`src/logic/tlk_link_macros.svh`:
```
`ifndef TLK_LINK_MACROS_SVH
`define TLK_LINK_MACROS_SVH

// Payload words carried between the start word and the end word of a frame.
`define TLK_FRAME_LEN 8

// Idle words sent between the end word of one frame and the next start word.
`define TLK_IDLE_GAP 2

// Cycles that the PHY and the transceiver stay in reset after system reset.
// A board build would raise this to 65535.
`define TLK_PHY_RST_CYCLES 64

// Control words as {data[15:0], kmsb, klsb}.
// Idle is K28.5 in the low byte followed by D5.6 in the high byte.
`define TLK_K_IDLE {16'hC5BC, 1'b0, 1'b1}
// Start of frame is K27.7 in the low byte.
`define TLK_K_SOF {16'h00FB, 1'b0, 1'b1}
// End of frame is K29.7 in the low byte.
`define TLK_K_EOF {16'h00FD, 1'b0, 1'b1}

// Wishbone word addresses of the register file.
`define TLK_ADDR_CTRL 4'd0
`define TLK_ADDR_STATUS 4'd1
`define TLK_ADDR_PATTERN 4'd2
`define TLK_ADDR_FRAMES 4'd3
`define TLK_ADDR_ERRORS 4'd4

`endif

```
`src/logic/tlk_link_pkg.sv`:
```
`default_nettype none

package tlk_link_pkg;

    // Wishbone classic request from the host.
    // The address is a word address into the register file.
    typedef struct packed {
        logic        cyc;
        logic        stb;
        logic        we;
        logic [3:0]  adr;
        logic [31:0] dat;
    } wb_req_t;

    // Wishbone classic response back to the host.
    typedef struct packed {
        logic        ack;
        logic [31:0] dat;
    } wb_rsp_t;

    // One 16-bit transceiver word with its two K-character flags.
    // The same layout serves the transmit and the receive side.
    typedef struct packed {
        logic [15:0] data;
        logic        kmsb;
        logic        klsb;
    } tlk_word_t;

    // Payload source for the framer and the checker.
    typedef enum logic [1:0] {
        MODE_COUNT = 2'd0,
        MODE_FIXED = 2'd1
    } tx_mode_e;

    // Control from the register file to the framer.
    // Start and stop are single-cycle pulses.
    typedef struct packed {
        logic        start;
        logic        stop;
        tx_mode_e    mode;
        logic [15:0] pattern;
    } tx_ctrl_t;

    // Receive statistics kept by the checker.
    typedef struct packed {
        logic [15:0] frames;
        logic [15:0] errors;
    } link_stats_t;

    typedef enum logic [2:0] {
        TX_OFF,
        TX_IDLE_GAP,
        TX_SOF,
        TX_PAYLOAD,
        TX_EOF
    } tx_state_e;

    typedef enum logic {
        RX_HUNT,
        RX_PAYLOAD
    } rx_state_e;

endpackage

`default_nettype wire

```
`src/logic/tlk_power_seq.sv`:
```
`timescale 1ns/1ps
`default_nettype none
`include "tlk_link_macros.svh"

module tlk_power_seq (
    input  wire         sys_clk_50,
    input  wire         sys_rstn,
    output logic        phy_resetn_o,
    output logic        enable_o,
    output logic        lckrefn_o,
    output logic        ready_o
);

    // Counts the reset hold time after system reset.
    logic [15:0] rst_cnt_q;
    // Set once the hold time has elapsed and held until the next reset.
    logic        done_q;

    // The counter runs from zero after reset and stops once done is set.
    // Done rises on the edge that completes the last hold cycle.
    always_ff @(posedge sys_clk_50) begin
        if (!sys_rstn) begin
            rst_cnt_q <= 16'd0;
            done_q    <= 1'b0;
        end else if (!done_q) begin
            rst_cnt_q <= rst_cnt_q + 16'd1;
            if (rst_cnt_q == 16'(`TLK_PHY_RST_CYCLES - 1)) begin
                done_q <= 1'b1;
            end
        end
    end

    // All pins leave reset together.
    // Lckrefn high lets the transceiver lock to its reference clock.
    assign phy_resetn_o = done_q;
    assign enable_o     = done_q;
    assign lckrefn_o    = done_q;
    // The framer and the status register see the same release edge.
    assign ready_o      = done_q;

endmodule

`default_nettype wire

```
`src/logic/tlk_tx_framer.sv`:
```
`timescale 1ns/1ps
`default_nettype none
`include "tlk_link_macros.svh"

module tlk_tx_framer import tlk_link_pkg::*; (
    input  wire            sys_clk_50,
    input  wire            sys_rstn,
    input  wire            ready_i,
    input  wire tx_ctrl_t  ctrl_i,
    output tlk_word_t      tx_o,
    output logic           running_o,
    output logic           stop_ack_o
);

    tx_state_e   state_q;
    // Shared counter for idle gap words and payload words.
    logic [7:0]  word_cnt_q;
    // Running payload counter for count mode.
    logic [15:0] pay_cnt_q;
    // Mode and pattern captured at each start word.
    tx_mode_e    mode_q;
    logic [15:0] pattern_q;
    // A stop request that waits for the end of the current frame.
    logic        stop_req_q;
    logic        stop_now;

    // A stop pulse in the same cycle as the decision point also counts.
    assign stop_now = stop_req_q | ctrl_i.stop;

    always_ff @(posedge sys_clk_50) begin
        if (!sys_rstn) begin
            state_q    <= TX_OFF;
            word_cnt_q <= 8'd0;
            pay_cnt_q  <= 16'd0;
            stop_req_q <= 1'b0;
            running_o  <= 1'b0;
            stop_ack_o <= 1'b0;
        end else begin
            stop_ack_o <= 1'b0;
            // Latch the stop request while streaming.
            if (ctrl_i.stop && (state_q != TX_OFF)) begin
                stop_req_q <= 1'b1;
            end
            case (state_q)
                TX_OFF: begin
                    // Streaming starts only once the transceiver is out of reset.
                    if (ctrl_i.start && ready_i) begin
                        state_q    <= TX_IDLE_GAP;
                        word_cnt_q <= 8'd0;
                        pay_cnt_q  <= 16'd0;
                        stop_req_q <= 1'b0;
                        running_o  <= 1'b1;
                    end
                end
                TX_IDLE_GAP: begin
                    // No frame is open here, so a stop takes effect at once.
                    if (stop_now) begin
                        state_q    <= TX_OFF;
                        stop_req_q <= 1'b0;
                        running_o  <= 1'b0;
                        stop_ack_o <= 1'b1;
                    end else if (word_cnt_q == 8'(`TLK_IDLE_GAP - 1)) begin
                        state_q    <= TX_SOF;
                        word_cnt_q <= 8'd0;
                    end else begin
                        word_cnt_q <= word_cnt_q + 8'd1;
                    end
                end
                TX_SOF: begin
                    state_q <= TX_PAYLOAD;
                end
                TX_PAYLOAD: begin
                    // The counter keeps running across frames.
                    pay_cnt_q <= pay_cnt_q + 16'd1;
                    if (word_cnt_q == 8'(`TLK_FRAME_LEN - 1)) begin
                        state_q    <= TX_EOF;
                        word_cnt_q <= 8'd0;
                    end else begin
                        word_cnt_q <= word_cnt_q + 8'd1;
                    end
                end
                TX_EOF: begin
                    // The frame is closed, so a pending stop ends streaming here.
                    if (stop_now) begin
                        state_q    <= TX_OFF;
                        stop_req_q <= 1'b0;
                        running_o  <= 1'b0;
                        stop_ack_o <= 1'b1;
                    end else begin
                        state_q <= TX_IDLE_GAP;
                    end
                end
                default: begin
                    state_q <= TX_OFF;
                end
            endcase
        end
    end

    // Mode and pattern are sampled while the start word goes out.
    always_ff @(posedge sys_clk_50) begin
        if (state_q == TX_SOF) begin
            mode_q    <= ctrl_i.mode;
            pattern_q <= ctrl_i.pattern;
        end
    end

    // Output word decode from the registered state.
    // K flags are set only on control words.
    always_comb begin
        case (state_q)
            TX_SOF: begin
                tx_o = `TLK_K_SOF;
            end
            TX_EOF: begin
                tx_o = `TLK_K_EOF;
            end
            TX_PAYLOAD: begin
                tx_o.data = (mode_q == MODE_FIXED) ? pattern_q : pay_cnt_q;
                tx_o.kmsb = 1'b0;
                tx_o.klsb = 1'b0;
            end
            default: begin
                tx_o = `TLK_K_IDLE;
            end
        endcase
    end

endmodule

`default_nettype wire

```
`src/logic/tlk_rx_checker.sv`:
```
`timescale 1ns/1ps
`default_nettype none
`include "tlk_link_macros.svh"

module tlk_rx_checker import tlk_link_pkg::*; (
    input  wire             sys_clk_50,
    input  wire             sys_rstn,
    input  wire tlk_word_t  rx_i,
    input  wire tx_mode_e   mode_i,
    input  wire [15:0]      pattern_i,
    input  wire             clear_i,
    output link_stats_t     stats_o
);

    // Receive word registered once at the input.
    tlk_word_t   rx_q;
    rx_state_e   state_q;
    // Next expected payload value in count mode.
    logic [15:0] exp_q;
    // Set once the count sequence has been seeded after a clear.
    logic        seeded_q;
    logic        is_sof;
    logic        is_eof;
    logic        is_data;
    logic        word_bad;

    always_ff @(posedge sys_clk_50) begin
        rx_q <= rx_i;
    end

    assign is_sof  = (rx_q == tlk_word_t'(`TLK_K_SOF));
    assign is_eof  = (rx_q == tlk_word_t'(`TLK_K_EOF));
    // Payload words carry no K flag at all.
    assign is_data = !rx_q.kmsb && !rx_q.klsb;

    // The first count word after a clear only seeds the sequence.
    always_comb begin
        if (mode_i == MODE_FIXED) begin
            word_bad = (rx_q.data != pattern_i);
        end else begin
            word_bad = seeded_q && (rx_q.data != exp_q);
        end
    end

    always_ff @(posedge sys_clk_50) begin
        if (!sys_rstn) begin
            state_q  <= RX_HUNT;
            stats_o  <= '0;
            seeded_q <= 1'b0;
        end else begin
            case (state_q)
                RX_HUNT: begin
                    if (is_sof) begin
                        state_q <= RX_PAYLOAD;
                    end
                end
                RX_PAYLOAD: begin
                    if (is_eof) begin
                        state_q        <= RX_HUNT;
                        stats_o.frames <= stats_o.frames + 16'd1;
                    end else if (is_data) begin
                        if (word_bad) begin
                            stats_o.errors <= stats_o.errors + 16'd1;
                        end
                        if (mode_i == MODE_COUNT) begin
                            seeded_q <= 1'b1;
                        end
                    end else if (!is_sof) begin
                        // Idle or a stray control word breaks the frame.
                        state_q <= RX_HUNT;
                    end
                end
                default: begin
                    state_q <= RX_HUNT;
                end
            endcase
            // Clearing wins over any count in the same cycle.
            if (clear_i) begin
                stats_o  <= '0;
                seeded_q <= 1'b0;
            end
        end
    end

    // The expected value follows its own sequence.
    // Received data only seeds it, so one bad word costs one error.
    always_ff @(posedge sys_clk_50) begin
        if ((state_q == RX_PAYLOAD) && is_data) begin
            exp_q <= (seeded_q ? exp_q : rx_q.data) + 16'd1;
        end
    end

endmodule

`default_nettype wire

```
`src/logic/tlk_wb_regs.sv`:
```
`timescale 1ns/1ps
`default_nettype none
`include "tlk_link_macros.svh"

module tlk_wb_regs import tlk_link_pkg::*; (
    input  wire               sys_clk_50,
    input  wire               sys_rstn,
    input  wire wb_req_t      wb_req_i,
    output wb_rsp_t           wb_rsp_o,
    output tx_ctrl_t          ctrl_o,
    output logic              loopen_o,
    output logic              prbsen_o,
    input  wire               running_i,
    input  wire               stop_ack_i,
    input  wire               ready_i,
    input  wire link_stats_t  stats_i,
    output logic              clear_o
);

    logic        ack_q;
    logic [31:0] rdata_q;
    logic [31:0] rd_mux;
    logic        access;
    logic        wr_en;
    logic        start_q;
    logic        stop_q;
    // Sticky flag that the framer acknowledged a stop.
    logic        stopped_q;
    tx_mode_e    mode_q;
    logic [15:0] pattern_q;

    // A new access is one that has not been acknowledged yet.
    // This keeps ack to a single cycle while the master still holds stb.
    assign access = wb_req_i.cyc && wb_req_i.stb && !ack_q;
    assign wr_en  = access && wb_req_i.we;

    // Read data for the addressed register.
    always_comb begin
        case (wb_req_i.adr)
            `TLK_ADDR_CTRL: begin
                rd_mux = {26'd0, prbsen_o, loopen_o, mode_q, 2'b00};
            end
            `TLK_ADDR_STATUS: begin
                rd_mux = {29'd0, ready_i, stopped_q, running_i};
            end
            `TLK_ADDR_PATTERN: begin
                rd_mux = {16'd0, pattern_q};
            end
            `TLK_ADDR_FRAMES: begin
                rd_mux = {16'd0, stats_i.frames};
            end
            `TLK_ADDR_ERRORS: begin
                rd_mux = {16'd0, stats_i.errors};
            end
            default: begin
                rd_mux = 32'd0;
            end
        endcase
    end

    always_ff @(posedge sys_clk_50) begin
        if (!sys_rstn) begin
            ack_q     <= 1'b0;
            start_q   <= 1'b0;
            stop_q    <= 1'b0;
            clear_o   <= 1'b0;
            stopped_q <= 1'b0;
            loopen_o  <= 1'b0;
            prbsen_o  <= 1'b0;
            mode_q    <= MODE_COUNT;
            pattern_q <= 16'd0;
        end else begin
            ack_q   <= access;
            // Write strobes for start, stop and clear last one cycle.
            start_q <= wr_en && (wb_req_i.adr == `TLK_ADDR_CTRL) && wb_req_i.dat[0];
            stop_q  <= wr_en && (wb_req_i.adr == `TLK_ADDR_CTRL) && wb_req_i.dat[1];
            clear_o <= wr_en && (wb_req_i.adr == `TLK_ADDR_ERRORS);
            if (wr_en && (wb_req_i.adr == `TLK_ADDR_CTRL)) begin
                mode_q   <= tx_mode_e'(wb_req_i.dat[3:2]);
                loopen_o <= wb_req_i.dat[4];
                prbsen_o <= wb_req_i.dat[5];
            end
            if (wr_en && (wb_req_i.adr == `TLK_ADDR_PATTERN)) begin
                pattern_q <= wb_req_i.dat[15:0];
            end
            // A new start clears the flag.
            // Otherwise it holds the last stop acknowledge.
            if (start_q) begin
                stopped_q <= 1'b0;
            end else if (stop_ack_i) begin
                stopped_q <= 1'b1;
            end
        end
    end

    // Read data is captured with the access and held while ack is high.
    always_ff @(posedge sys_clk_50) begin
        if (access) begin
            rdata_q <= rd_mux;
        end
    end

    assign wb_rsp_o.ack = ack_q;
    assign wb_rsp_o.dat = rdata_q;

    assign ctrl_o.start   = start_q;
    assign ctrl_o.stop    = stop_q;
    assign ctrl_o.mode    = mode_q;
    assign ctrl_o.pattern = pattern_q;

endmodule

`default_nettype wire

```
`src/logic/tlk_link_top.sv`:
```
`timescale 1ns/1ps
`default_nettype none

module tlk_link_top import tlk_link_pkg::*; (
    input  wire             sys_clk_50,
    input  wire             sys_rstn,
    input  wire wb_req_t    wb_req_i,
    output wb_rsp_t         wb_rsp_o,
    output tlk_word_t       tlk_tx_o,
    input  wire tlk_word_t  tlk_rx_i,
    output logic            loopen_o,
    output logic            prbsen_o,
    output logic            enable_o,
    output logic            lckrefn_o,
    output logic            phy_resetn_o
);

    // Framer controls from the register file.
    tx_ctrl_t    tx_ctrl;
    // Power-up done, seen by the framer and by STATUS.
    logic        ready;
    logic        running;
    logic        stop_ack;
    logic        stats_clear;
    link_stats_t stats;

    // Holds the PHY and the transceiver in reset after system reset.
    tlk_power_seq power_seq0 (
        .sys_clk_50   (sys_clk_50),
        .sys_rstn     (sys_rstn),
        .phy_resetn_o (phy_resetn_o),
        .enable_o     (enable_o),
        .lckrefn_o    (lckrefn_o),
        .ready_o      (ready)
    );

    tlk_tx_framer tx_framer0 (
        .sys_clk_50 (sys_clk_50),
        .sys_rstn   (sys_rstn),
        .ready_i    (ready),
        .ctrl_i     (tx_ctrl),
        .tx_o       (tlk_tx_o),
        .running_o  (running),
        .stop_ack_o (stop_ack)
    );

    // The checker follows the current register mode and pattern.
    tlk_rx_checker rx_checker0 (
        .sys_clk_50 (sys_clk_50),
        .sys_rstn   (sys_rstn),
        .rx_i       (tlk_rx_i),
        .mode_i     (tx_ctrl.mode),
        .pattern_i  (tx_ctrl.pattern),
        .clear_i    (stats_clear),
        .stats_o    (stats)
    );

    // Host access replaces the processor system of the board design.
    tlk_wb_regs wb_regs0 (
        .sys_clk_50 (sys_clk_50),
        .sys_rstn   (sys_rstn),
        .wb_req_i   (wb_req_i),
        .wb_rsp_o   (wb_rsp_o),
        .ctrl_o     (tx_ctrl),
        .loopen_o   (loopen_o),
        .prbsen_o   (prbsen_o),
        .running_i  (running),
        .stop_ack_i (stop_ack),
        .ready_i    (ready),
        .stats_i    (stats),
        .clear_o    (stats_clear)
    );

endmodule

`default_nettype wire

```
`config.mk`:
```
export PLATFORM = sky130hd
export DESIGN_NAME = tlk_link_top
export DESIGN_NICKNAME = d
export VERILOG_FILES = /design/src/logic/tlk_link_pkg.sv /design/src/logic/tlk_power_seq.sv /design/src/logic/tlk_tx_framer.sv /design/src/logic/tlk_rx_checker.sv /design/src/logic/tlk_wb_regs.sv /design/src/logic/tlk_link_top.sv
export VERILOG_INCLUDE_DIRS = /design/src /design/src/logic
export SDC_FILE = /design/constraint.sdc
export NUM_CORES = 1
export LEC_CHECK = 0
export BUFFER_PORTS_ARGS = -buffer_cell sky130_fd_sc_hd__buf_4
export CORE_ASPECT_RATIO = 1.75
export CORE_MARGIN = 1
export CORE_UTILIZATION = 55
export CTS_CLUSTER_SIZE = 30
export DETAILED_ROUTE_END_ITERATION = 8
export GPL_TIMING_DRIVEN = 0
export PLACE_DENSITY_LB_ADDON = 0.1
export SYNTH_ARGS = -nofsm -noshare
export SYNTH_HDL_FRONTEND = slang
export SYNTH_SLANG_ARGS = --single-unit
```
`constraint.sdc`:
```
create_clock -name sys_clk_50 -period 4 [get_ports sys_clk_50]
set_input_delay 0.2 -clock sys_clk_50 [delete_from_list [all_inputs] [get_ports sys_clk_50]]
set_output_delay 0.2 -clock sys_clk_50 [all_outputs]
set_load 0.01 [all_outputs]
```
==> reports/results.md, run 1 <==
## Run status
* **outcome** finished clean

## Clock network
* **clock edge transition at the registers on the reported setup and hold paths** 0.06 ns
* **clock tree from TritonCTS** done
* **number of buffers inserted by post-CTS setup repair** 0
* **H-tree depth reported by CTS** 4
* **root buffer cell** sky130_fd_sc_hd__clkbuf_16
* **sink count of the clock tree** 174
* **Hold-fix buffers, CTS** 18
* **Num CTS Buffers** 17
* **Max clock buf depth** 2
* **Resize count post-CTS** 0
* **clock insertion delay at the later pin of the skew report** 0.43 ns

## Finish
* **total number of nets in the final design** 1094
* **final-layout fill cell count** 1251
* **layout cells sized above 1** 15.7%
* **highest-count cells in the layout ignoring fill and taps** sky130_fd_sc_hd__dfxtp_1 (124), sky130_fd_sc_hd__buf_4 (99), sky130_fd_sc_hd__nand2_1 (90), sky130_fd_sc_hd__nor2_1 (75), sky130_fd_sc_hd__edfxtp_1 (50)
* **area delta synth->final** 20.0%
* **number of antenna repair diodes** 0
* **leading cell type in the layout, fill and taps excluded** sky130_fd_sc_hd__dfxtp_1

## Hold path
* **HP Start** wb_req_i[12]
* **Worst Hold Path Cells** 3
* **worst hold path endpoint** wb_regs0.pattern_q[12]
* **class of the worst hold path** in2reg

## Drt
* **DRC viols** 0
* **Iteration-0 DRC Markers** 458
* **number of nets still failing antenna checks after routing** 0
* **Pre-Repair DR Iteration Count** 6
* **average wire length per cell after detail routing** 17.2 um
* **drt total wl** 21000 um
* **DR vias** 7007
* **Vias/cell** 5.73

## Placed design
* **total of buffers placed on input and output ports** 78
* **Final Wtd Congestion** 0.894
* **detailed placer's ending HPWL** 15500 um
* **pre-CTS setup slack** 0.364 ns

## GRT
* **overall overflow remaining after global route** 0
* **initial antenna violation count** 0
* **via count of the first global-routing pass** 6777
* **global-route wire length before repair** 33900 um
* **overall routing resource usage** 27.8%
* **pin count of the biggest net entering global routing** 19

## Timing
* **Final Max Slew Viols** 0
* **Max Clock Skew** 0.0125 ns
* **worst slew slack as a fraction of its limit** 44.5%
* **Achievable Freq** 0.274 GHz
* **setup slack after layout** 0.347 ns
* **Tightest Pin Transition** 0.832 ns
* **unrepaired setup endpoints after global routing** false
* **crit share post-route** 91.3%
* **setup TNS after final layout** 0 ns
* **final hold vios** 0
* **setup violation total in the final timing report** 0
* **minimum clock period** 3.65 ns

## Worst setup path
* **Setup Crit Path Kind** reg2reg
* **kind of cell with the highest combined delay on the critical path** buffers and inverters
* **crit-path most repeated cell** sky130_fd_sc_hd__buf_2
* **slowest stage cell on the critical path** sky130_fd_sc_hd__nor4_1
* **data arrival time of the critical path** 3.80 ns
* **startpoint type of the worst setup path** register
* **cell count of the worst reg-to-reg path** 10
* **Max Fanout on Critical Path** 10
* **required arrival time at the worst endpoint** 4.15 ns
* **sort of element at the end of the critical path** register
* **beginning of the worst register-to-register path** rx_checker0.seeded_q
* **critical path, cell by cell** buf_2, buf_2, buf_1, mux2_2, ha_1, o21ai_0, nor4_1, nand2_1, xor2_1, mux2i_1
* **largest incremental delay on the critical path** 0.69 ns
* **setup slack of the worst register-to-register path** 0.35 ns
* **r2r endpoint** rx_checker0.exp_q[12]
* **CP bufs+invs** 3

## Pwr
* **Pwr Total** 3.68 mW
* **static leakage** 3.87 nW
* **peak supply drop** 282 uV
* **P per Cell Area** 362 nW/um2

## Floorplan
* **ports placed on the boundary** 115
* **Core Box Area** 15000 um2
* **initial core utilization** 56.5%
* **row cnt** 59
* **area of the die** 15900 um2
* **width of the die** 95.8 um
* **height of the die** 166 um

## Yosys
* **cell area after synthesis** 8470 um2
* **YS warnings** 0
* **Avg Cell Area, Syn** 9.46 um2
* **dominant register cell in the synthesized netlist** sky130_fd_sc_hd__dfxtp_1
* **number of library cell types mapped by synthesis** 65
* **top area cells in the synthesized netlist** sky130_fd_sc_hd__dfxtp_1 (29%), sky130_fd_sc_hd__edfxtp_1 (18%), sky130_fd_sc_hd__mux2i_1 (5.2%)
* **number of enable flip-flop cells after synthesis** 50
* **post-synthesis cell type with the largest combined area** sky130_fd_sc_hd__dfxtp_1
* **sequential area share after synthesis** 47.1%
* **share of synthesized flip-flops with an asynchronous set or reset** 0%
* **share of Yosys cell area claimed by the top area cell type** 29.3%
* **cells after synthesis** 895
* **number of storage elements in the synthesis netlist** 174

## Job
* **count of maximum capacitance violations** 0

[layout make-up]
cell class	count	area (um2)	area share [%]
Tap cell	183	229	2.25
Timing Repair Buffer	98	796	7.83
Buffer	64	334	3.29
Clock inverter	8	63.8	0.628
Clock buffer	23	533	5.25
Sequential cell	174	3980	39.2
Multi-Input combinational cell	648	4130	40.6
Inverter	25	93.8	0.924
[state kept, by name, summed over array words and instances, names as in the netlist, 2 cells and up]
name	count
tx_framer0.state_q	3
wb_regs0.rdata_q	16
tx_framer0.pattern_q	16
rx_checker0.rx_q	18
tx_framer0.word_cnt_q	8
rx_checker0.exp_q	16
wb_regs0.mode_q	2
rx_checker0.stats_o	32
tx_framer0.mode_q	2
tx_framer0.pay_cnt_q	16
wb_regs0.pattern_q	16
power_seq0.rst_cnt_q	16
[routing by layer]
| layer | vias to the layer above | global-route usage (%) | part of all wire (%) |
|---|---|---|---|
| met5 | - | 0 | 0 |
| met4 | 0 | 14.7 | 5.0 |
| met3 | 64 | 4.72 | 3.9 |
| met2 | 179 | 48.5 | 52 |
| met1 | 3321 | 31.5 | 40 |
| li1 | 3443 | - | - |
[cell families (layout without fill, tap and decap cells)]
kind of cell	Yosys count	count (layout)	synth area share (%)
AOI/OAI and AO/OA	134	134	10.6
xor gates and xnor gates	73	73	7.55
adders and majority gates	7	7	1.03
buffers and inverters	89	218	5.05
DFF	174	174	47.1
muxes	49	49	5.87
other	1	17	0.0443
and+or+nand+nor	368	368	22.8
[Yosys cell counts (14+ instances only)]
master and n:
sky130_fd_sc_hd__nor4_1 14, sky130_fd_sc_hd__nor2b_1 14, sky130_fd_sc_hd__mux2i_1 44, sky130_fd_sc_hd__clkbuf_1 26, sky130_fd_sc_hd__o21ai_0 22, sky130_fd_sc_hd__and3_1 21
sky130_fd_sc_hd__xnor2_1 38, sky130_fd_sc_hd__or4_1 14, sky130_fd_sc_hd__inv_1 24, sky130_fd_sc_hd__dfxtp_1 124, sky130_fd_sc_hd__a21oi_1 42, sky130_fd_sc_hd__buf_4 21
sky130_fd_sc_hd__edfxtp_1 50, sky130_fd_sc_hd__nand4_1 18, sky130_fd_sc_hd__nor3_1 25, sky130_fd_sc_hd__xor2_1 35, sky130_fd_sc_hd__nor2_1 77, sky130_fd_sc_hd__nand3_1 32
sky130_fd_sc_hd__nand2_1 90
[per-stage QoR]
step                cells  util [%]  hold slack [ns]  area, um2
floorplan             911         -            0.228       8530
global placement     1172      62.3            0.304       9340
detailed placement   1174      62.6            0.306       9380
CTS                  1223      67.8          0.00459      10200
global route         1223      67.8           0.0163      10200
finish               1223      67.8           0.0120      10200
[how the worst max path moves through the flow]
stage / startpoint / to / cells after the start
after floorplan: rx_checker0.seeded_q / rx_checker0.exp_q[12] / 10
after global placement: rx_checker0.seeded_q / rx_checker0.exp_q[12] / 10
after detailed placement: rx_checker0.seeded_q / rx_checker0.exp_q[12] / 10
after CTS: rx_checker0.seeded_q / rx_checker0.exp_q[12] / 10
after global routing: rx_checker0.seeded_q / rx_checker0.exp_q[12] / 10
final: rx_checker0.seeded_q / rx_checker0.exp_q[12] / 10
[report_power, final]
| group | internal (mW) | switching [mW] |
|---|---|---|
| Clock | 0.951 | 0.698 |
| Combinational | 0.0908 | 0.0904 |
| Sequential | 1.83 | 0.0208 |
| Total | 2.87 | 0.809 |
[worst register-to-register path: stages (launching register included)]
cell,delay [ns]
sky130_fd_sc_hd__dfxtp_1,0.48
sky130_fd_sc_hd__buf_2,0.25
sky130_fd_sc_hd__buf_2,0.27
sky130_fd_sc_hd__buf_1,0.60
sky130_fd_sc_hd__mux2_2,0.29
sky130_fd_sc_hd__ha_1,0.18
sky130_fd_sc_hd__o21ai_0,0.23
sky130_fd_sc_hd__nor4_1,0.69
sky130_fd_sc_hd__nand2_1,0.14
sky130_fd_sc_hd__xor2_1,0.16
sky130_fd_sc_hd__mux2i_1,0.08
Power figures use the tool's default switching activity.
==> run 2, diff against run 1 <==
--- a/config.mk
+++ b/config.mk
@@ -7,13 +7,16 @@
 export NUM_CORES = 1
 export LEC_CHECK = 0
 export BUFFER_PORTS_ARGS = -buffer_cell sky130_fd_sc_hd__buf_4
+export CELL_PAD_IN_SITES_DETAIL_PLACEMENT = 1
+export CELL_PAD_IN_SITES_GLOBAL_PLACEMENT = 1
 export CORE_ASPECT_RATIO = 1.75
 export CORE_MARGIN = 1
-export CORE_UTILIZATION = 55
+export CORE_UTILIZATION = 45
 export CTS_CLUSTER_SIZE = 30
 export DETAILED_ROUTE_END_ITERATION = 8
 export GPL_TIMING_DRIVEN = 0
 export PLACE_DENSITY_LB_ADDON = 0.1
 export SYNTH_ARGS = -nofsm -noshare
 export SYNTH_HDL_FRONTEND = slang
+export SYNTH_HIERARCHICAL = 1
 export SYNTH_SLANG_ARGS = --single-unit
==> reports/results.md, run 2 <==
## Clock network
* **clock insertion delay at the later pin of the skew report** 0.44 ns, about the same
* **Max clock buf depth** 2, unchanged
* **number of buffers inserted by post-CTS setup repair** 0, unchanged
* **sink count of the clock tree** 174, unchanged
* **clock tree from TritonCTS** done
* **H-tree depth reported by CTS** 4, unchanged
* **Num CTS Buffers** 17, unchanged
* **clock edge transition at the registers on the reported setup and hold paths** 0.07 ns, about the same
* **root buffer cell** sky130_fd_sc_hd__clkbuf_16

## Hold path
* **HP Start** wb_req_i[11]
* **Worst Hold Path Cells** 3, unchanged
* **class of the worst hold path** in2reg
* **worst hold path endpoint** wb_regs0/pattern_q[11]

## GRT
* **overall routing resource usage** 27.7%, -0.083 points
* **via count of the first global-routing pass** 8113, +20%
* **initial antenna violation count** 0, unchanged
* **overall overflow remaining after global route** 0, unchanged
* **pin count of the biggest net entering global routing** 21, +2
* **global-route wire length before repair** 43100 um, +27%

## Yosys
* **share of Yosys cell area claimed by the top area cell type** 27.3%, -2.1 points
* **cells after synthesis** 947, +5.8%
* **Avg Cell Area, Syn** 9.61 um2, +1.6%
* **dominant register cell in the synthesized netlist** sky130_fd_sc_hd__dfxtp_1
* **post-synthesis cell type with the largest combined area** sky130_fd_sc_hd__dfxtp_1
* **number of storage elements in the synthesis netlist** 174, unchanged
* **most instantiated library cell after synthesis** sky130_fd_sc_hd__nand2_1
* **number of library cell types mapped by synthesis** 84, +29%
* **commonest cells in the netlist** sky130_fd_sc_hd__nand2_1 (129), sky130_fd_sc_hd__dfxtp_1 (124), sky130_fd_sc_hd__mux2i_1 (54), sky130_fd_sc_hd__edfxtp_1 (50)
* **cell area after synthesis** 9100 um2, +7.5%
* **sequential area share after synthesis** 43.8%, -3.3 points
* **top area cells in the synthesized netlist** sky130_fd_sc_hd__dfxtp_1 (27%), sky130_fd_sc_hd__edfxtp_1 (16%), sky130_fd_sc_hd__mux2i_1 (5.9%)
* **share of synthesized flip-flops with an asynchronous set or reset** 0%, unchanged
* **number of enable flip-flop cells after synthesis** 50, unchanged
* **YS warnings** 6, +6

## Timing
* **final hold vios** 0, unchanged
* **crit share post-route** 81.3%, -10 points
* **setup violation total in the final timing report** 0, unchanged
* **Achievable Freq** 0.308 GHz, +12%
* **Final Max Slew Viols** 0, unchanged
* **Tightest Pin Transition** 0.916 ns, +0.0845 ns
* **Max Clock Skew** 0.0113 ns, -0.00119 ns
* **setup TNS after final layout** 0 ns, unchanged
* **worst slew slack as a fraction of its limit** 38.8%, -5.7 points
* **minimum clock period** 3.25 ns, -0.401 ns
* **unrepaired setup endpoints after global routing** false

## Worst setup path
* **beginning of the worst register-to-register path** rx_checker0/seeded_q
* **startpoint type of the worst setup path** register
* **setup slack of the worst register-to-register path** 0.75 ns, +0.40 ns
* **sort of element at the end of the critical path** register
* **Max Fanout on Critical Path** 10, unchanged
* **required arrival time at the worst endpoint** 4.18 ns, +0.03 ns
* **cell count of the worst reg-to-reg path** 11, +1
* **r2r endpoint** rx_checker0/exp_q[8]
* **data arrival time of the critical path** 3.43 ns, -0.37 ns
* **Setup Crit Path Kind** reg2reg

## Drt
* **number of nets still failing antenna checks after routing** 0, unchanged
* **Pre-Repair DR Iteration Count** 7, +1
* **Vias/cell** 5.63, -1.7%
* **drt total wl** 27100 um, +29%
* **average wire length per cell after detail routing** 20.2 um, +18%
* **DRC viols** 0, unchanged
* **Iteration-0 DRC Markers** 327, -29%
* **DR vias** 7553, +7.8%

## Job
* **count of maximum capacitance violations** 0, unchanged

## Floorplan
* **Core Box Area** 19700 um2, +32%
* **initial core utilization** 46.1%, -10 points
* **ports placed on the boundary** 115, unchanged
* **height of the die** 190 um, +14%
* **row cnt** 68, +15%
* **area of the die** 20800 um2, +31%
* **width of the die** 110 um, +14%

## Pwr
* **peak supply drop** 362 uV, +28%
* **static leakage** 4.05 nW, +4.5%
* **P per Cell Area** 347 nW/um2, -4.2%

## Placed design
* **total of buffers placed on input and output ports** 80, +2.6%
* **Final Wtd Congestion** 0.860, -3.7%
* **detailed placer's ending HPWL** 19800 um, +28%

## Finish
* **area delta synth->final** 19.7%
* **end-of-flow core utilization** 55.2%, -13 points
* **final-layout fill cell count** 2269, +81%
* **total number of nets in the final design** 1149, +5.0%
* **number of antenna repair diodes** 0, unchanged
* **largest registers** rx_checker0/stats_o: 32 flops, rx_checker0/rx_q: 18 flops
* **highest-count cells in the layout ignoring fill and taps** sky130_fd_sc_hd__nand2_1 (129), sky130_fd_sc_hd__dfxtp_1 (124), sky130_fd_sc_hd__buf_4 (112), sky130_fd_sc_hd__mux2i_1 (54), sky130_fd_sc_hd__edfxtp_1 (50)
* **leading cell type in the layout, fill and taps excluded** sky130_fd_sc_hd__nand2_1
* **max reg flops** 32, unchanged
* **largest reg by FF count** rx_checker0/stats_o
* **layout cells sized above 1** 19.0%, +3.3 points

## Run status
* **outcome** finished clean

[run 2: cell types whose count changed in the layout (fill, tap and decap cells not counted), moves of 13 or more]
| cell | change |
|---|---|
| sky130_fd_sc_hd__and3_1 | -13 |
| sky130_fd_sc_hd__nor2_1 | -33 |
| sky130_fd_sc_hd__a22oi_1 | +14 |
| sky130_fd_sc_hd__buf_4 | +13 |
| sky130_fd_sc_hd__a21oi_1 | -13 |
| sky130_fd_sc_hd__nand2_1 | +39 |
[run 2: kinds of logic after synthesis]
group	count (synthesis)	share of synthesized area, %
buffers and inverters	92	6.13
xor gates and xnor gates	77	7.41
adders and majority gates	7	0.962
and+or+nand+nor	405	25.2
other	2	0.0825
AOI/OAI and AO/OA	130	9.79
muxes	60	6.68
DFF	174	43.8
[run 2: per-stage QoR]
| stage | cell area [um2] | hold WS (ns) | power [mW] | std cells | setup WS [ns] |
|---|---|---|---|---|---|
| after floorplan | 9160 | 0.228 | 2.00 | 962 | 1.61 |
| after global placement | 10100 | 0.304 | 2.08 | 1287 | 0.927 |
| after detailed placement | 10100 | 0.305 | 2.09 | 1288 | 0.875 |
| after CTS | 10900 | 0.00516 | 3.82 | 1341 | 0.826 |
| after global routing | 10900 | 0.0119 | 3.91 | 1341 | 0.624 |
| final | 10900 | 0.0247 | 3.78 | 1341 | 0.748 |
[run 2: final cells by class]
class | instances | area, um2 | area share [%]
flip-flops and latches | 174 | 3980 | 36.6
multi-input cells | 696 | 4620 | 42.4
repair buffers | 102 | 826 | 7.58
clock inverters | 15 | 176 | 1.62
inverters | 17 | 63.8 | 0.585
plain buffers | 75 | 494 | 4.53
clock buffers | 17 | 425 | 3.90
well taps | 245 | 307 | 2.81
[run 2: worst max-delay path: stages (launching register included)]
cell and delay (ns):
sky130_fd_sc_hd__dfxtp_1 0.51, sky130_fd_sc_hd__buf_2 0.30, sky130_fd_sc_hd__buf_4 0.26, sky130_fd_sc_hd__buf_2 0.34, sky130_fd_sc_hd__mux2i_1 0.15, sky130_fd_sc_hd__inv_1 0.07
sky130_fd_sc_hd__ha_1 0.21, sky130_fd_sc_hd__o21ai_0 0.28, sky130_fd_sc_hd__a211oi_1 0.48, sky130_fd_sc_hd__nand2_1 0.12, sky130_fd_sc_hd__xor2_1 0.16, sky130_fd_sc_hd__mux2i_1 0.10
[run 2: where the power goes]
part           internal, mW  switching (mW)  leakage (nW)
sequential             1.83          0.0235          1.43
clock                 0.945           0.765         0.295
combinational         0.105           0.114          2.32
[run 2: worst max path at each step]
stage / start / to / slack [ns]
after floorplan: rx_checker0/seeded_q / rx_checker0/exp_q[12] / 1.61
after global placement: rx_checker0/seeded_q / rx_checker0/exp_q[12] / 0.93
after detailed placement: rx_checker0/seeded_q / rx_checker0/exp_q[8] / 0.88
after CTS: rx_checker0/seeded_q / rx_checker0/exp_q[8] / 0.83
after global routing: rx_checker0/seeded_q / rx_checker0/exp_q[8] / 0.62
final: rx_checker0/seeded_q / rx_checker0/exp_q[8] / 0.75
[run 2: per-layer routing]
layer	part of all wire (%)	vias to the layer above	wire length, um	global-route usage (%)
li1	-	3630	-	-
met1	37	3701	10000	28.2
met2	56	164	15300	52.6
met3	2.7	58	733	4.42
met4	3.9	0	1060	14.2
met5	0	-	0	0
[run 2: repair_timing]
| item | 4_1_cts | 5_1_grt |
|---|---|---|
| setup endpoints to repair | 0 | 0 |
| hold buffers | 21 | 0 |
| gates resized for setup | 0 | 0 |
| hold endpoints to repair | 21 | 0 |
==> run 3, diff against run 2 <==
==> constraint.sdc (replaced) <==
create_clock -name sys_clk_50 -period 3 [get_ports sys_clk_50]
set_input_delay 0.15 -clock sys_clk_50 [delete_from_list [all_inputs] [get_ports sys_clk_50]]
set_output_delay 0.15 -clock sys_clk_50 [all_outputs]
set_load 0.01 [all_outputs]
==> reports/results.md, run 3 (same netlist as run 2, synthesis figures left out) <==
## Finish
* **total number of nets in the final design** 1159, +0.87%
* **post-route cell area** 11000 um2, +1.0%
* **max reg flops** 32, unchanged
* **layout cells sized above 1** 18.9%, -0.081 points
* **number of antenna repair diodes** 0, unchanged
* **largest registers** rx_checker0/stats_o: 32 flops, rx_checker0/rx_q: 18 flops
* **area delta synth->final** 20.9%
* **leading cell type in the layout, fill and taps excluded** sky130_fd_sc_hd__nand2_1
* **highest-count cells in the layout ignoring fill and taps** sky130_fd_sc_hd__nand2_1 (129), sky130_fd_sc_hd__dfxtp_1 (124), sky130_fd_sc_hd__buf_4 (112), sky130_fd_sc_hd__mux2i_1 (54), sky130_fd_sc_hd__edfxtp_1 (50)
* **end-of-flow core utilization** 55.8%, +0.56 points
* **largest reg by FF count** rx_checker0/stats_o

## GRT
* **overall routing resource usage** 27.9%, +0.14 points
* **pin count of the biggest net entering global routing** 21, unchanged
* **via count of the first global-routing pass** 8150, +0.46%
* **overall overflow remaining after global route** 0, unchanged
* **global-route wire length before repair** 43400 um, +0.59%
* **initial antenna violation count** 0, unchanged

## Hold path
* **class of the worst hold path** in2reg
* **HP Start** wb_req_i[15]

## Floorplan
* **initial core utilization** 46.1%, unchanged
* **row cnt** 68, unchanged
* **height of the die** 190 um, unchanged
* **width of the die** 110 um, unchanged
* **area of the die** 20800 um2, unchanged
* **ports placed on the boundary** 115, unchanged
* **Core Box Area** 19700 um2, unchanged

## Placed design
* **pre-CTS setup slack** -0.125 ns, -1.00 ns
* **Final Wtd Congestion** 0.860, unchanged
* **total of buffers placed on input and output ports** 80, unchanged
* **detailed placer's ending HPWL** 19800 um, unchanged
* **Placement Cell Area** 10100 um2, unchanged

## Timing
* **final hold vios** 0, unchanged
* **setup slack after layout** 0.274 ns, -0.474 ns
* **minimum clock period** 2.73 ns, -0.526 ns
* **Final Max Slew Viols** 0, unchanged
* **Max Clock Skew** 0.0114 ns, +0.000113 ns
* **worst hold slack** 0.0141 ns, -0.0106 ns
* **unrepaired setup endpoints after global routing** false
* **Achievable Freq** 0.367 GHz, +19%
* **worst slew slack as a fraction of its limit** 40.3%, +1.5 points
* **Tightest Pin Transition** 0.894 ns, -0.0226 ns
* **setup violation total in the final timing report** 0, unchanged
* **crit share post-route** 90.9%, +9.6 points

## Worst setup path
* **sort of element at the end of the critical path** register
* **Max Fanout on Critical Path** 19, +9
* **data arrival time of the critical path** 2.91 ns, -0.52 ns
* **Setup Crit Path Kind** reg2reg
* **beginning of the worst register-to-register path** rx_checker0/seeded_q
* **required arrival time at the worst endpoint** 3.19 ns, -0.99 ns
* **crit-path most repeated cell** sky130_fd_sc_hd__mux2i_1
* **slowest stage cell on the critical path** sky130_fd_sc_hd__dfxtp_1
* **largest incremental delay on the critical path** 0.50 ns, about the same
* **critical path, cell by cell** buf_2, buf_6, mux2i_1, inv_1, ha_1, o21ai_1, a2111oi_2, buf_4, nand2_1, xor2_1, mux2i_1
* **startpoint type of the worst setup path** register
* **timing startpoint of the critical path** rx_checker0/seeded_q
* **CP bufs+invs** 4, unchanged
* **kind of cell with the highest combined delay on the critical path** buffers and inverters

## Pwr
* **P per Cell Area** 459 nW/um2, +32%
* **clock network fraction of total power** 45.2%, about the same
* **total net switching power** 1.21 mW, +34%
* **Pwr Total** 5.06 mW, +34%
* **logic gate share of total power** 6.0%, +0.2 points
* **static leakage** 4.09 nW, +1.1%
* **internal power consumption** 3.84 mW, +34%
* **net switching share of the total power** 24.0%, +0.090 points
* **relative contribution of sequential cells to total power** 48.8%, about the same
* **peak supply drop** 437 uV, +21%

## Clock network
* **clock edge transition at the registers on the reported setup and hold paths** 0.07 ns, about the same
* **Max clock buf depth** 2, unchanged
* **root buffer cell** sky130_fd_sc_hd__clkbuf_16
* **H-tree depth reported by CTS** 4, unchanged
* **clock tree from TritonCTS** done
* **sink count of the clock tree** 174, unchanged
* **clock insertion delay at the later pin of the skew report** 0.44 ns, about the same
* **Num CTS Buffers** 17, unchanged

## Run status
* **outcome** finished clean

## Drt
* **DR vias** 7630, +1.0%
* **drt total wl** 27300 um, +0.75%
* **Pre-Repair DR Iteration Count** 4, -3
* **Iteration-0 DRC Markers** 304, -7.0%
* **average wire length per cell after detail routing** 20.2 um, about the same
* **Vias/cell** 5.65, +0.27%
* **DRC viols** 0, unchanged
* **number of nets still failing antenna checks after routing** 0, unchanged

## Job
* **count of maximum capacitance violations** 0, unchanged

==> run 3: changes by cell type in the layout (fill, tap and decap cells not counted) <==
cell	previous run	this run
sky130_fd_sc_hd__dlygate4sd3_1	21	31
sky130_fd_sc_hd__a211oi_1	1	0
sky130_fd_sc_hd__a211oi_2	1	2
sky130_fd_sc_hd__buf_2	12	11
sky130_fd_sc_hd__buf_6	8	9
sky130_fd_sc_hd__o21ai_0	23	22
sky130_fd_sc_hd__o21ai_1	2	3
==> run 3: per-stage QoR <==
step	TNS (ns)	std cells
final	0	1351
after CTS	0	1351
after global routing	0	1351
after global placement	-0.124	1287
after detailed placement	-0.398	1288
after floorplan	0	962
==> run 3: path summary, 6_finish.rpt <==
path                            end  slack (ns)  cells past startpoint
max reg2reg   rx_checker0/exp_q[12]        0.27                     11
max           rx_checker0/exp_q[12]        0.27                     11
min          wb_regs0/pattern_q[15]        0.01                      3
min reg2reg      wb_regs0/stopped_q        0.43                      1
==> run 3: worst reg2reg max path: stages (launching register included) <==
cell and delay, ns:
sky130_fd_sc_hd__dfxtp_1 0.50, sky130_fd_sc_hd__buf_2 0.30, sky130_fd_sc_hd__buf_6 0.27, sky130_fd_sc_hd__mux2i_1 0.27
sky130_fd_sc_hd__inv_1 0.07, sky130_fd_sc_hd__ha_1 0.23, sky130_fd_sc_hd__o21ai_1 0.29, sky130_fd_sc_hd__a2111oi_2 0.09
sky130_fd_sc_hd__buf_4 0.16, sky130_fd_sc_hd__nand2_1 0.07, sky130_fd_sc_hd__xor2_1 0.15, sky130_fd_sc_hd__mux2i_1 0.08
==> run 3: cell type report <==
cell class / instances / area [um2]
flip-flops and latches: 174 / 3980
fillers: 2266 / 8730
inverters: 17 / 63.8
clock buffers: 17 / 425
clock inverters: 15 / 176
well taps: 245 / 307
repair buffers: 113 / 933
plain buffers: 74 / 493
multi-input cells: 696 / 4630
==> run 3: power groups by stage <==
stage	combinational, mW	sequential, mW	clock (mW)
5_1_grt	0.330	2.47	2.42
2_1_floorplan	0.153	2.51	0
4_1_cts	0.300	2.46	2.34
6_report	0.304	2.47	2.29
3_3_place_gp	0.255	2.52	0
3_5_place_dp	0.265	2.52	0
==> run 3: what timing repair did <==
| item | in CTS | in global routing |
|---|---|---|
| endpoints found under the setup margin | 4 | 2 |
| endpoints found under the hold margin | 35 | 0 |
| gates resized for setup | 1 | 2 |
| pin swaps | 1 | 0 |
| buffers inserted | 1 | 0 |
| hold buffers | 31 | 0 |
==> run 3: layer usage <==
metal  wire, um  vias up  part of all wire [%]  GRT usage (%)
met5          0        -                     0              0
met4       1180        0                   4.3           15.1
met3        638       63                   2.3           4.11
met2      15400      144                    56           52.7
met1      10100     3772                    37           28.4
li1           -     3651                     -              -
